[config.mk]
export PLATFORM = sky130hd
export DESIGN_NAME = axis_monitor_top
export DESIGN_NICKNAME = d
export VERILOG_FILES = /design/src/design/axis_mon_pkg.sv /design/src/design/gaxi_skid_buffer.sv /design/src/design/axis_slave.sv /design/src/design/axis_beat_decode.sv /design/src/design/axis_stat_accum.sv /design/src/design/axis_stat_wb.sv /design/src/design/axis_monitor_top.sv
export SDC_FILE = /design/constraint.sdc
export NUM_CORES = 1
export LEC_CHECK = 0
export BUFFER_PORTS_ARGS = -buffer_cell sky130_fd_sc_hd__buf_4
export CELL_PAD_IN_SITES_DETAIL_PLACEMENT = 1
export CELL_PAD_IN_SITES_GLOBAL_PLACEMENT = 2
export CORE_MARGIN = 2
export CORE_UTILIZATION = 42
export CTS_CLUSTER_DIAMETER = 40
export DETAILED_ROUTE_END_ITERATION = 6
export HOLD_SLACK_MARGIN = 0.02
export PLACE_DENSITY = 0.83
export RECOVER_POWER = 50
export SLEW_MARGIN = 20
export SYNTH_ARGS = -nofsm -noshare
export SYNTH_HDL_FRONTEND = slang
export SYNTH_SLANG_ARGS = --single-unit
[constraint.sdc]
create_clock -name aclk -period 3.9 [get_ports aclk]
set_input_delay 0.78 -clock aclk [delete_from_list [all_inputs] [get_ports aclk]]
set_output_delay 0.78 -clock aclk [all_outputs]
set_load 0.05 [all_outputs]
[src/design/axis_mon_pkg.sv]
package axis_mon_pkg;

    // Stream field widths
    localparam int DATA_W     = 32;
    localparam int STRB_W     = DATA_W / 8;
    localparam int ID_W       = 8;
    localparam int DEST_W     = 2;
    localparam int USER_W     = 1;
    localparam int NBYTES_W   = $clog2(STRB_W + 1);

    // Statistics and register side
    localparam int NUM_DEST   = 1 << DEST_W;
    localparam int PKT_CNT_W  = 16;
    localparam int BYTE_CNT_W = 32;
    localparam int WB_ADR_W   = 4;
    localparam int WB_DAT_W   = 32;

    // Skid buffer sizing
    localparam int SKID_DEPTH = 4;
    localparam int SKID_CNT_W = $clog2(SKID_DEPTH + 1);

    typedef logic [DATA_W-1:0]     data_t;
    typedef logic [STRB_W-1:0]     strb_t;
    typedef logic [ID_W-1:0]       id_t;
    typedef logic [DEST_W-1:0]     dest_t;
    typedef logic [USER_W-1:0]     user_t;
    typedef logic [NBYTES_W-1:0]   nbytes_t;
    typedef logic [BYTE_CNT_W-1:0] byte_cnt_t;
    typedef logic [PKT_CNT_W-1:0]  pkt_cnt_t;
    typedef logic [WB_ADR_W-1:0]   wb_adr_t;
    typedef logic [WB_DAT_W-1:0]   wb_dat_t;

    // One stream beat, data in the top bits
    typedef struct packed {
        data_t data;
        strb_t strb;
        logic  last;
        id_t   id;
        dest_t dest;
        user_t user;
    } axis_beat_t;

    localparam int BEAT_W = $bits(axis_beat_t);

    // Decoded view of one transferred beat
    typedef struct packed {
        logic    valid;
        dest_t   dest;
        nbytes_t nbytes;
        logic    last;
    } beat_info_t;

    // Low word address bit selects the counter kind
    localparam logic REG_PKT   = 1'b0;
    localparam logic REG_BYTES = 1'b1;

endpackage : axis_mon_pkg

[src/design/gaxi_skid_buffer.sv]
`timescale 1ns/1ps

module gaxi_skid_buffer #(
    parameter int DEPTH      = 4,
    parameter int DATA_WIDTH = 32
) (
    input  logic                         aclk,
    input  logic                         arst_n,
    input  logic                         wr_valid,
    output logic                         wr_ready,
    input  logic [DATA_WIDTH-1:0]        wr_data,
    output logic                         rd_valid,
    input  logic                         rd_ready,
    output logic [DATA_WIDTH-1:0]        rd_data,
    output logic [$clog2(DEPTH+1)-1:0]   rd_count
);

    localparam int AW = (DEPTH > 1) ? $clog2(DEPTH) : 1;
    localparam int CW = $clog2(DEPTH + 1);

    logic [DATA_WIDTH-1:0] mem [DEPTH];
    logic [AW-1:0]         wr_ptr;
    logic [AW-1:0]         rd_ptr;
    logic [CW-1:0]         count;
    logic                  full;
    logic                  wr_fire;
    logic                  rd_fire;

    // Pointer step that also handles non power of two depths
    function automatic logic [AW-1:0] ptr_inc(input logic [AW-1:0] p);
        if (p == AW'(DEPTH - 1)) begin
            return '0;
        end
        return p + 1'b1;
    endfunction

    assign wr_ready = !full;
    assign rd_valid = (count != '0);
    assign rd_data  = mem[rd_ptr];
    assign rd_count = count;
    assign wr_fire  = wr_valid && wr_ready;
    assign rd_fire  = rd_valid && rd_ready;

    always_ff @(posedge aclk or negedge arst_n) begin
        if (!arst_n) begin
            wr_ptr <= '0;
            rd_ptr <= '0;
            count  <= '0;
            full   <= 1'b0;
        end else begin
            if (wr_fire) begin
                wr_ptr <= ptr_inc(wr_ptr);
            end
            if (rd_fire) begin
                rd_ptr <= ptr_inc(rd_ptr);
            end
            // Simultaneous push and pop leaves the level unchanged
            case ({wr_fire, rd_fire})
                2'b10: begin
                    count <= count + 1'b1;
                    full  <= (count == CW'(DEPTH - 1));
                end
                2'b01: begin
                    count <= count - 1'b1;
                    full  <= 1'b0;
                end
                default: ;
            endcase
        end
    end

    always_ff @(posedge aclk) begin
        if (wr_fire) begin
            mem[wr_ptr] <= wr_data;
        end
    end

    // Registered full flag must track the level
    a_no_write_when_full: assert property (@(posedge aclk) disable iff (!arst_n)
        wr_fire |-> (count != CW'(DEPTH)));

    // Output beat held until taken
    a_rd_stable: assert property (@(posedge aclk) disable iff (!arst_n)
        rd_valid && !rd_ready |=> rd_valid && $stable(rd_data));

endmodule : gaxi_skid_buffer

[src/design/axis_slave.sv]
`timescale 1ns/1ps

module axis_slave
    import axis_mon_pkg::*;
(
    input  logic       aclk,
    input  logic       arst_n,

    // Input stream
    input  axis_beat_t s_axis_beat,
    input  logic       s_axis_tvalid,
    output logic       s_axis_tready,

    // Backend stream
    output axis_beat_t m_axis_beat,
    output logic       m_axis_tvalid,
    input  logic       m_axis_tready,

    // Activity flag for clock gating
    output logic       busy
);

    logic [SKID_CNT_W-1:0] skid_count;
    logic [BEAT_W-1:0]     skid_rd_data;

    // Anything stored or anything arriving keeps the block awake
    assign busy = (skid_count != '0) || s_axis_tvalid;

    gaxi_skid_buffer #(
        .DEPTH      (SKID_DEPTH),
        .DATA_WIDTH (BEAT_W)
    ) t_skid_inst (
        .aclk     (aclk),
        .arst_n   (arst_n),
        .wr_valid (s_axis_tvalid),
        .wr_ready (s_axis_tready),
        .wr_data  (s_axis_beat),
        .rd_valid (m_axis_tvalid),
        .rd_ready (m_axis_tready),
        .rd_data  (skid_rd_data),
        .rd_count (skid_count)
    );

    // Whole beat comes back out as the struct
    assign m_axis_beat = axis_beat_t'(skid_rd_data);

endmodule : axis_slave

[src/design/axis_beat_decode.sv]
`timescale 1ns/1ps

module axis_beat_decode
    import axis_mon_pkg::*;
(
    input  logic       aclk,
    input  logic       arst_n,
    input  axis_beat_t beat,
    input  logic       fire,
    output beat_info_t info
);

    nbytes_t nbytes_c;
    logic    valid_q;
    dest_t   dest_q;
    nbytes_t nbytes_q;
    logic    last_q;

    // Byte count is the number of set strobe bits
    always_comb begin
        nbytes_c = '0;
        for (int i = 0; i < STRB_W; i++) begin
            nbytes_c = nbytes_c + nbytes_t'(beat.strb[i]);
        end
    end

    // One valid pulse per backend handshake
    always_ff @(posedge aclk or negedge arst_n) begin
        if (!arst_n) begin
            valid_q <= 1'b0;
        end else begin
            valid_q <= fire;
        end
    end

    always_ff @(posedge aclk) begin
        if (fire) begin
            dest_q   <= beat.dest;
            nbytes_q <= nbytes_c;
            last_q   <= beat.last;
        end
    end

    assign info = '{
        valid:  valid_q,
        dest:   dest_q,
        nbytes: nbytes_q,
        last:   last_q
    };

endmodule : axis_beat_decode

[src/design/axis_stat_accum.sv]
`timescale 1ns/1ps

module axis_stat_accum
    import axis_mon_pkg::*;
(
    input  logic                         aclk,
    input  logic                         arst_n,
    input  beat_info_t                   info,
    input  logic      [NUM_DEST-1:0]     clr_pkt,
    input  logic      [NUM_DEST-1:0]     clr_bytes,
    output pkt_cnt_t  [NUM_DEST-1:0]     pkt_cnt,
    output byte_cnt_t [NUM_DEST-1:0]     byte_cnt
);

    pkt_cnt_t  [NUM_DEST-1:0] pkt_q;
    pkt_cnt_t  [NUM_DEST-1:0] pkt_nxt;
    byte_cnt_t [NUM_DEST-1:0] byte_q;
    byte_cnt_t [NUM_DEST-1:0] byte_nxt;

    // Next value per destination
    // a clear drops the old total but keeps this cycle's increment
    always_comb begin
        logic     hit;
        pkt_cnt_t pkt_inc;
        byte_cnt_t byte_inc;

        for (int d = 0; d < NUM_DEST; d++) begin
            hit      = info.valid && (info.dest == dest_t'(d));
            pkt_inc  = pkt_cnt_t'(hit && info.last);
            byte_inc = hit ? byte_cnt_t'(info.nbytes) : '0;

            if (clr_pkt[d]) begin
                pkt_nxt[d] = pkt_inc;
            end else begin
                pkt_nxt[d] = pkt_q[d] + pkt_inc;
            end

            if (clr_bytes[d]) begin
                byte_nxt[d] = byte_inc;
            end else begin
                byte_nxt[d] = byte_q[d] + byte_inc;
            end
        end
    end

    // Counters wrap naturally at their width
    always_ff @(posedge aclk or negedge arst_n) begin
        if (!arst_n) begin
            pkt_q  <= '0;
            byte_q <= '0;
        end else begin
            pkt_q  <= pkt_nxt;
            byte_q <= byte_nxt;
        end
    end

    assign pkt_cnt  = pkt_q;
    assign byte_cnt = byte_q;

endmodule : axis_stat_accum

[src/design/axis_stat_wb.sv]
`timescale 1ns/1ps

module axis_stat_wb
    import axis_mon_pkg::*;
(
    input  logic                         aclk,
    input  logic                         arst_n,

    // Wishbone classic slave
    input  logic                         wb_cyc,
    input  logic                         wb_stb,
    input  logic                         wb_we,
    input  wb_adr_t                      wb_adr,
    input  wb_dat_t                      wb_dat_w,
    output wb_dat_t                      wb_dat_r,
    output logic                         wb_ack,

    // Counter access
    input  pkt_cnt_t  [NUM_DEST-1:0]     pkt_cnt,
    input  byte_cnt_t [NUM_DEST-1:0]     byte_cnt,
    output logic      [NUM_DEST-1:0]     clr_pkt,
    output logic      [NUM_DEST-1:0]     clr_bytes
);

    logic    req;
    logic    in_map;
    dest_t   sel;
    wb_dat_t rd_val;
    logic    ack_q;
    wb_dat_t dat_q;

    // New access, not the cycle already being acked
    assign req    = wb_cyc && wb_stb && !ack_q;
    assign in_map = (wb_adr[WB_ADR_W-1:DEST_W+1] == '0);
    assign sel    = dest_t'(wb_adr[DEST_W:1]);

    always_comb begin
        rd_val = '0;
        if (in_map) begin
            if (wb_adr[0] == REG_BYTES) begin
                rd_val = wb_dat_t'(byte_cnt[sel]);
            end else begin
                rd_val = wb_dat_t'(pkt_cnt[sel]);
            end
        end
    end

    // Clear lands on the same edge that raises ack, write data ignored
    always_comb begin
        for (int d = 0; d < NUM_DEST; d++) begin
            clr_pkt[d]   = req && wb_we && in_map && (sel == dest_t'(d))
                           && (wb_adr[0] == REG_PKT);
            clr_bytes[d] = req && wb_we && in_map && (sel == dest_t'(d))
                           && (wb_adr[0] == REG_BYTES);
        end
    end

    always_ff @(posedge aclk or negedge arst_n) begin
        if (!arst_n) begin
            ack_q <= 1'b0;
        end else begin
            ack_q <= req;
        end
    end

    always_ff @(posedge aclk) begin
        if (req) begin
            dat_q <= wb_we ? '0 : rd_val;
        end
    end

    assign wb_ack   = ack_q;
    assign wb_dat_r = dat_q;

    // Ack only ever answers a request from the previous cycle
    a_ack_after_req: assert property (@(posedge aclk) disable iff (!arst_n)
        wb_ack |-> $past(wb_cyc && wb_stb));

endmodule : axis_stat_wb

[src/design/axis_monitor_top.sv]
`timescale 1ns/1ps

module axis_monitor_top
    import axis_mon_pkg::*;
(
    input  logic       aclk,
    input  logic       arst_n,

    // Input stream
    input  axis_beat_t s_axis_beat,
    input  logic       s_axis_tvalid,
    output logic       s_axis_tready,

    // Backend stream
    output axis_beat_t m_axis_beat,
    output logic       m_axis_tvalid,
    input  logic       m_axis_tready,
    output logic       busy,

    // Register port
    input  logic       wb_cyc,
    input  logic       wb_stb,
    input  logic       wb_we,
    input  wb_adr_t    wb_adr,
    input  wb_dat_t    wb_dat_w,
    output wb_dat_t    wb_dat_r,
    output logic       wb_ack
);

    beat_info_t                info;
    logic      [NUM_DEST-1:0]  clr_pkt;
    logic      [NUM_DEST-1:0]  clr_bytes;
    pkt_cnt_t  [NUM_DEST-1:0]  pkt_cnt;
    byte_cnt_t [NUM_DEST-1:0]  byte_cnt;

    axis_slave axis_slave_inst (
        .aclk          (aclk),
        .arst_n        (arst_n),
        .s_axis_beat   (s_axis_beat),
        .s_axis_tvalid (s_axis_tvalid),
        .s_axis_tready (s_axis_tready),
        .m_axis_beat   (m_axis_beat),
        .m_axis_tvalid (m_axis_tvalid),
        .m_axis_tready (m_axis_tready),
        .busy          (busy)
    );

    // Decoder watches the backend handshake
    axis_beat_decode axis_beat_decode_inst (
        .aclk   (aclk),
        .arst_n (arst_n),
        .beat   (m_axis_beat),
        .fire   (m_axis_tvalid && m_axis_tready),
        .info   (info)
    );

    axis_stat_accum axis_stat_accum_inst (
        .aclk      (aclk),
        .arst_n    (arst_n),
        .info      (info),
        .clr_pkt   (clr_pkt),
        .clr_bytes (clr_bytes),
        .pkt_cnt   (pkt_cnt),
        .byte_cnt  (byte_cnt)
    );

    axis_stat_wb axis_stat_wb_inst (
        .aclk      (aclk),
        .arst_n    (arst_n),
        .wb_cyc    (wb_cyc),
        .wb_stb    (wb_stb),
        .wb_we     (wb_we),
        .wb_adr    (wb_adr),
        .wb_dat_w  (wb_dat_w),
        .wb_dat_r  (wb_dat_r),
        .wb_ack    (wb_ack),
        .pkt_cnt   (pkt_cnt),
        .byte_cnt  (byte_cnt),
        .clr_pkt   (clr_pkt),
        .clr_bytes (clr_bytes)
    );

endmodule : axis_monitor_top

## Word level (Yosys, flattened, before mapping)

Memories as Yosys holds them, arrays and structs flattened.
Index checks and enable logic that the tools add are counted.

- Latch bits: 0
- ROM bits: 0
- Logic and storage cells: 113
- Memories: 1
- Register bits: 240
- Output and inout port bits: 84
- Input bits: 91
- Bits in writable memories: 192

- Divide/modulo/power cells: 0
- Multiply operators: 0
- Shifts and indexed selects: 0
- Bitwise operators: 2
- Add/sub/neg operators: 15
- Mux-type cells: 29
- Equal/unequal tests: 11
- Order comparisons: 1
- Reduce and logical (&&, ||, !) cells: 35

Memories:

| name | words | width | rd ports | clocked after memory_dff | write ports | RTL line | text |
|---|---|---|---|---|---|---|---|
| axis_slave_inst.t_skid_inst.mem | 4 | 48 | 1 | 0 | 1 | gaxi_skid_buffer.sv:21 | `logic [DATA_WIDTH-1:0] mem [DEPTH];` |

Operator list:

| operator | number |
|---|---|
| $mux 32 | 5 |
| $add 32x32->32 | 4 |
| $mux 16 | 6 |
| $add 16x1->16 | 4 |
| $bmux 32 s2 | 1 |
| $bmux 16 s2 | 1 |
| $logic_and 1x1->1 | 26 |
| $eq 2x2->1 const B | 7 |
| $mux 3 | 4 |
| $mux 2 | 4 |
| $add 3x1->3 | 2 |
| $eq 2x1->1 const B | 3 |
| $mux 1 | 6 |
| $pmux 3 s2 | 1 |
| $add 2x1->2 const B | 2 |
| $logic_not 2->1 | 2 |
| $add 3x1->3 const B | 1 |
| $eq 3x2->1 const B | 1 |
| $lt 2x3->1 const B | 1 |
| $reduce_bool 3->1 | 1 |
| $reduce_or 3->1 | 1 |
| $sub 3x1->3 const B | 1 |
| $add 1x1->2 | 1 |
| $logic_not 1->1 | 2 |
| other kinds (5) | 6 |

## Depth between registers and ports, before layout

- Word-level depth: 7
- Gate-level depth with buffers: 11
- Depth with buffers taken out: 9

## By module

From an unflattened synthesis, not the netlist that was laid out.

- Cells, all modules: 1545
- Area total of the unflattened synthesis: 20538.4 µm²

Modules (own cells, without submodules):

| module | times used | seq. area each (µm²) | cells each | area an instance (µm²) |
|---|---|---|---|---|
| axis_stat_accum | 1 | 4804.6 | 1043 | 10083.4 |
| gaxi_skid_buffer | 1 | 5965.7 | 299 | 7483.4 |
| axis_stat_wb | 1 | 985.9 | 184 | 2673.8 |
| axis_beat_decode | 1 | 205.2 | 17 | 284.0 |
| axis_slave | 1 | 0.0 | 1 | 7.5 |
| axis_monitor_top | 1 | 0.0 | 1 | 6.3 |

## Worst setup path after synthesis

Ideal clock, no wire load.

- Kind: input to register
- From: input wb_stb
- To: register axis_stat_wb_inst.dat_q[0], in the netlist axis_stat_wb_inst.wb_dat_r[0] (enable)
- Setup time: 0.470 ns
- Slack: 0.140 ns
- Path buffers: 0
- Data required time: 3.430 ns
- Data arrival time: 3.290 ns
- Stages on the path: 2
- Cell sequence: inv_1 -> nor3b_1

- Longest elaborated chain between the ends: 2

RTL lines:

| element | RTL line | text |
|---|---|---|
| from (decl) | axis_monitor_top.sv:22 | `input logic wb_stb,` |
| $logic_and 1x1->1 (2 in a row) | axis_stat_wb.sv:33 | `assign req = wb_cyc && wb_stb && !ack_q;` |
| named net axis_stat_wb_inst.req | axis_stat_wb.sv:25 | `logic req;` |
| to (signal assigned) | axis_stat_wb.sv:68 | `dat_q <= wb_we ? '0 : rd_val;` |
| to (decl) | axis_stat_wb.sv:30 | `wb_dat_t dat_q;` |

The timed path passes the listed nets, and every way through them passes these cells.
A chain may end at the register's enable or synchronous reset.

==> flow_summary.yaml <==
status:
  status: "finished, violations left"
  violations: "capacitance limit, slew limit"
yosys:
  synth_edf_count: 230
  syn-instance-count: 1487
  synth.area.top_cells: "edfxtp_1, dfrtp_1, mux4_2"
  yosysSeqAreaShare_pct: 59.5
  synth-adder-area-share_pct: 2.34
  syn-num-nets: 1612
  synth_flop_cell: "edfxtp_1"
  yosysTopAreaCell: "edfxtp_1"
  avgSynthCellArea_um2: 13.5
  synth-compound-area-share_pct: 7.05
  synth_warnings: 0
  synth_xor_area_share_pct: 3.74
  synth_top_family_by_area: "simple AND/OR/NAND/NOR gates"
  synthDistinctLibCells: 54
  async_reset_ff_share_pct: 46.8
  netlist.area_leader.share_pct: 34.3
  synthesis.area_um2: 20100
  ys_ff_latch: 432
  synthMuxAreaShare_pct: 11.6
  synth-simple-area-share_pct: 13.7
place:
  placed_cells: 2200
  port_buffers: 142
  gp_congestion: 0.805
  dp_hpwl_um: 36300
  place_area_um2: 22000
setup_path:
  cp_max_fo: 22
  worstSetupPathType: "reg2out"
  cp-start-kind: "register"
  cp-end-kind: "output port"
  cpMaxStageDelayCell: "dfrtp_1"
  required_ns: 3.12
  path_cells: "buf_4 > mux4_2 > buf_4"
  max_stage_delay_ns: 1.07
  cp_common_cell: "buf_4"
  cp_data_arrival_time_ns: 2.59
global_route:
  grt_pass1_wl_um: 85400
  track_usage_pct: 22.3
  overflow: 0
  grt_max_degree: 81
  antenna_found_initial: 6
  grt_pass1_vias: 14600
clock_tree:
  cts_resized: 0
  clkTransAtPathRegs_ns: 0.06
  clockBufferDepth: 3
  cts_made_buffers: 76
  htreeDepth: 3
  cts_sinks: 432
  ctsRootBufferMaster: "clkbuf_16"
  postCtsSetupRepairBufs: 0
  clk_latency_ns: 0.62
  cts_hold_buffers: 0
  cts_tree: "built"
routing:
  avgRoutedWirePerCell_um: 23.1
  wirelength_um: 54100
  firstDrtPassIters: 4
  route.detailed.drc: 0
  drt_iter0_markers: 929
  vias: 13800
  vias_per_cell: 5.88
  drtAntennaViolNets: 0
run:
  cap_violations: 3
power_and_ir_drop:
  p_total_w: 0.0207
  ir_drop_v: 0.000727
  leakage_nw: 8.80
  p_per_area_nw_per_um2: 849
layout:
  fillCellCount: 4682
  areaGrowthSynthToFinish_pct: 21.4
  drive_above_1_share_pct: 21.7
  fin_cells: 2344
  finalNetCount: 1788
  fin_area_um2: 24400
timing:
  min_period_over_period_pct: 86.4
  hold_viol_final: 0
  maxSlewViolCount: 137
  setup-violations-final: 0
  slew_headroom_pct: -54.5
  worst_pin_slew_ns: 2.32
  fin_worst_skew_ns: 0.0318
  max_freq_ghz: 0.297
  setup-tns-final_ns: 0
  rsz0062_at_grt: "false"
  period_minus_slack_ns: 3.37
floorplanning:
  core_area_um2: 47500
  die_x_um: 223
  num_rows: 80
  die_y_um: 223
  die_area_um2: 49700
  io_pins: 175
  start_util_pct: 42.3
worst_hold_path:
  hp-class: "in2reg"
[per-layer routing]
layer / routed length, um / up-vias / global-route usage (%)
met5: 61 / - / 0
met2: 25500 / 316 / 34.9
met3: 3860 / 96 / 6.90
li1: - / 6173 / -
met4: 1290 / 8 / 7.34
met1: 23400 / 7181 / 29.6
[flip-flops by register name, indices dropped and copies added (netlist names), 3 cells and up]
| signal | cells |
|---|---|
| axis_slave_inst.t_skid_inst.mem | 192 |
| axis_stat_accum_inst.byte_cnt | 128 |
| axis_stat_accum_inst.pkt_cnt | 64 |
| axis_stat_wb_inst.wb_dat_r | 32 |
| axis_beat_decode_inst.nbytes_q | 3 |
| axis_slave_inst.t_skid_inst.rd_count | 3 |
[kinds of logic (layout without fill, tap and decap cells)]
logic type	count (synthesis)	count (layout)
AOI/OAI and AO/OA	227	227
and+or+nand+nor	492	492
muxes	112	112
DFF	432	432
adders and majority gates	34	34
buffers and inverters	104	344
other	0	2
xor gates and xnor gates	86	86
[Yosys cell counts, types with 38 or more instances]
cell type / number
dfrtp_1: 202
nand3_1: 62
or4_1: 59
clkbuf_1: 59
xor2_1: 48
o31ai_1: 54
nand2_1: 69
edfxtp_1: 230
nand4_1: 55
a21oi_1: 97
xnor2_1: 38
mux4_2: 95
and2_1: 46
nor2_1: 87
[path summary, 6_finish.rpt]
path / slack, ns / depth (start not counted) / end / startpoint
min reg2reg: 0.49 / 1 / axis_slave_inst.t_skid_inst.rd_count[2] / axis_slave_inst.t_skid_inst.rd_count[2]
max in group asynchronous: 0.86 / 2 / axis_stat_accum_inst.byte_cnt[29] / arst_n
min: 0.42 / 1 / axis_slave_inst.t_skid_inst.mem[1][38] / s_axis_beat[38]
max: 0.53 / 3 / m_axis_beat[40] / axis_slave_inst.t_skid_inst.rd_ptr[1]
max reg2reg: 0.73 / 9 / axis_stat_accum_inst.byte_cnt[84] / axis_beat_decode_inst.dest_q[0]
min in group asynchronous: 0.85 / 1 / axis_stat_accum_inst.pkt_cnt[8] / arst_n
[where the power goes]
part           internal, W  switching, W
logic              0.00250       0.00374
clock network      0.00422       0.00253
registers          0.00622       0.00154
[layout make-up]
| cell class | instances | area (um2) | area share [%] |
|---|---|---|---|
| Multi-Input combinational cell | 951 | 7770 | 31.8 |
| Clock inverter | 52 | 597 | 2.44 |
| Timing Repair Buffer | 172 | 1170 | 4.78 |
| Sequential cell | 432 | 12000 | 49.0 |
| Tap cell | 615 | 769 | 3.15 |
| Antenna cell | 2 | 5.00 | 0.0205 |
| Inverter | 30 | 113 | 0.461 |
| Clock buffer | 90 | 2040 | 8.33 |
[through the flow]
| stage | utilization, % | hold WS (ns) | worst slack [ns] |
|---|---|---|---|
| global route | 51.4 | 0.411 | 0.320 |
| floorplan | - | 0.456 | 0.140 |
| CTS | 51.9 | 0.238 | 0.579 |
| detailed placement | 46.3 | 0.482 | 0.774 |
| global placement | 46.3 | 0.473 | 0.874 |
| finish | 51.4 | 0.418 | 0.529 |
[critical path, delay by kind of cell (launching register included)]
family,cells,cell delay [ns]
buffers and inverters,2,0.55
muxes,1,0.34
DFF,1,1.07
[placed cells by master, fill, tap and decap left out, drive strengths merged, types with 13 or more instances in the layout]
master	netlist	routed
clkbuf	59	147
clkinv	0	24
dfrtp	202	202
and4	22	22
mux4	96	96
nor2	87	87
a22o	16	16
ha	28	28
inv	30	42
a21oi	97	97
and3	13	13
buf	14	115
edfxtp	230	230
nand3	62	62
and2	46	46
or3	32	32
or4	60	60
nand2	69	69
nor4	14	14
xnor2	38	38
o21ai	31	31
o31ai	54	54
nand4	55	55
xor2	48	48
(Power assumes the default switching activity.)
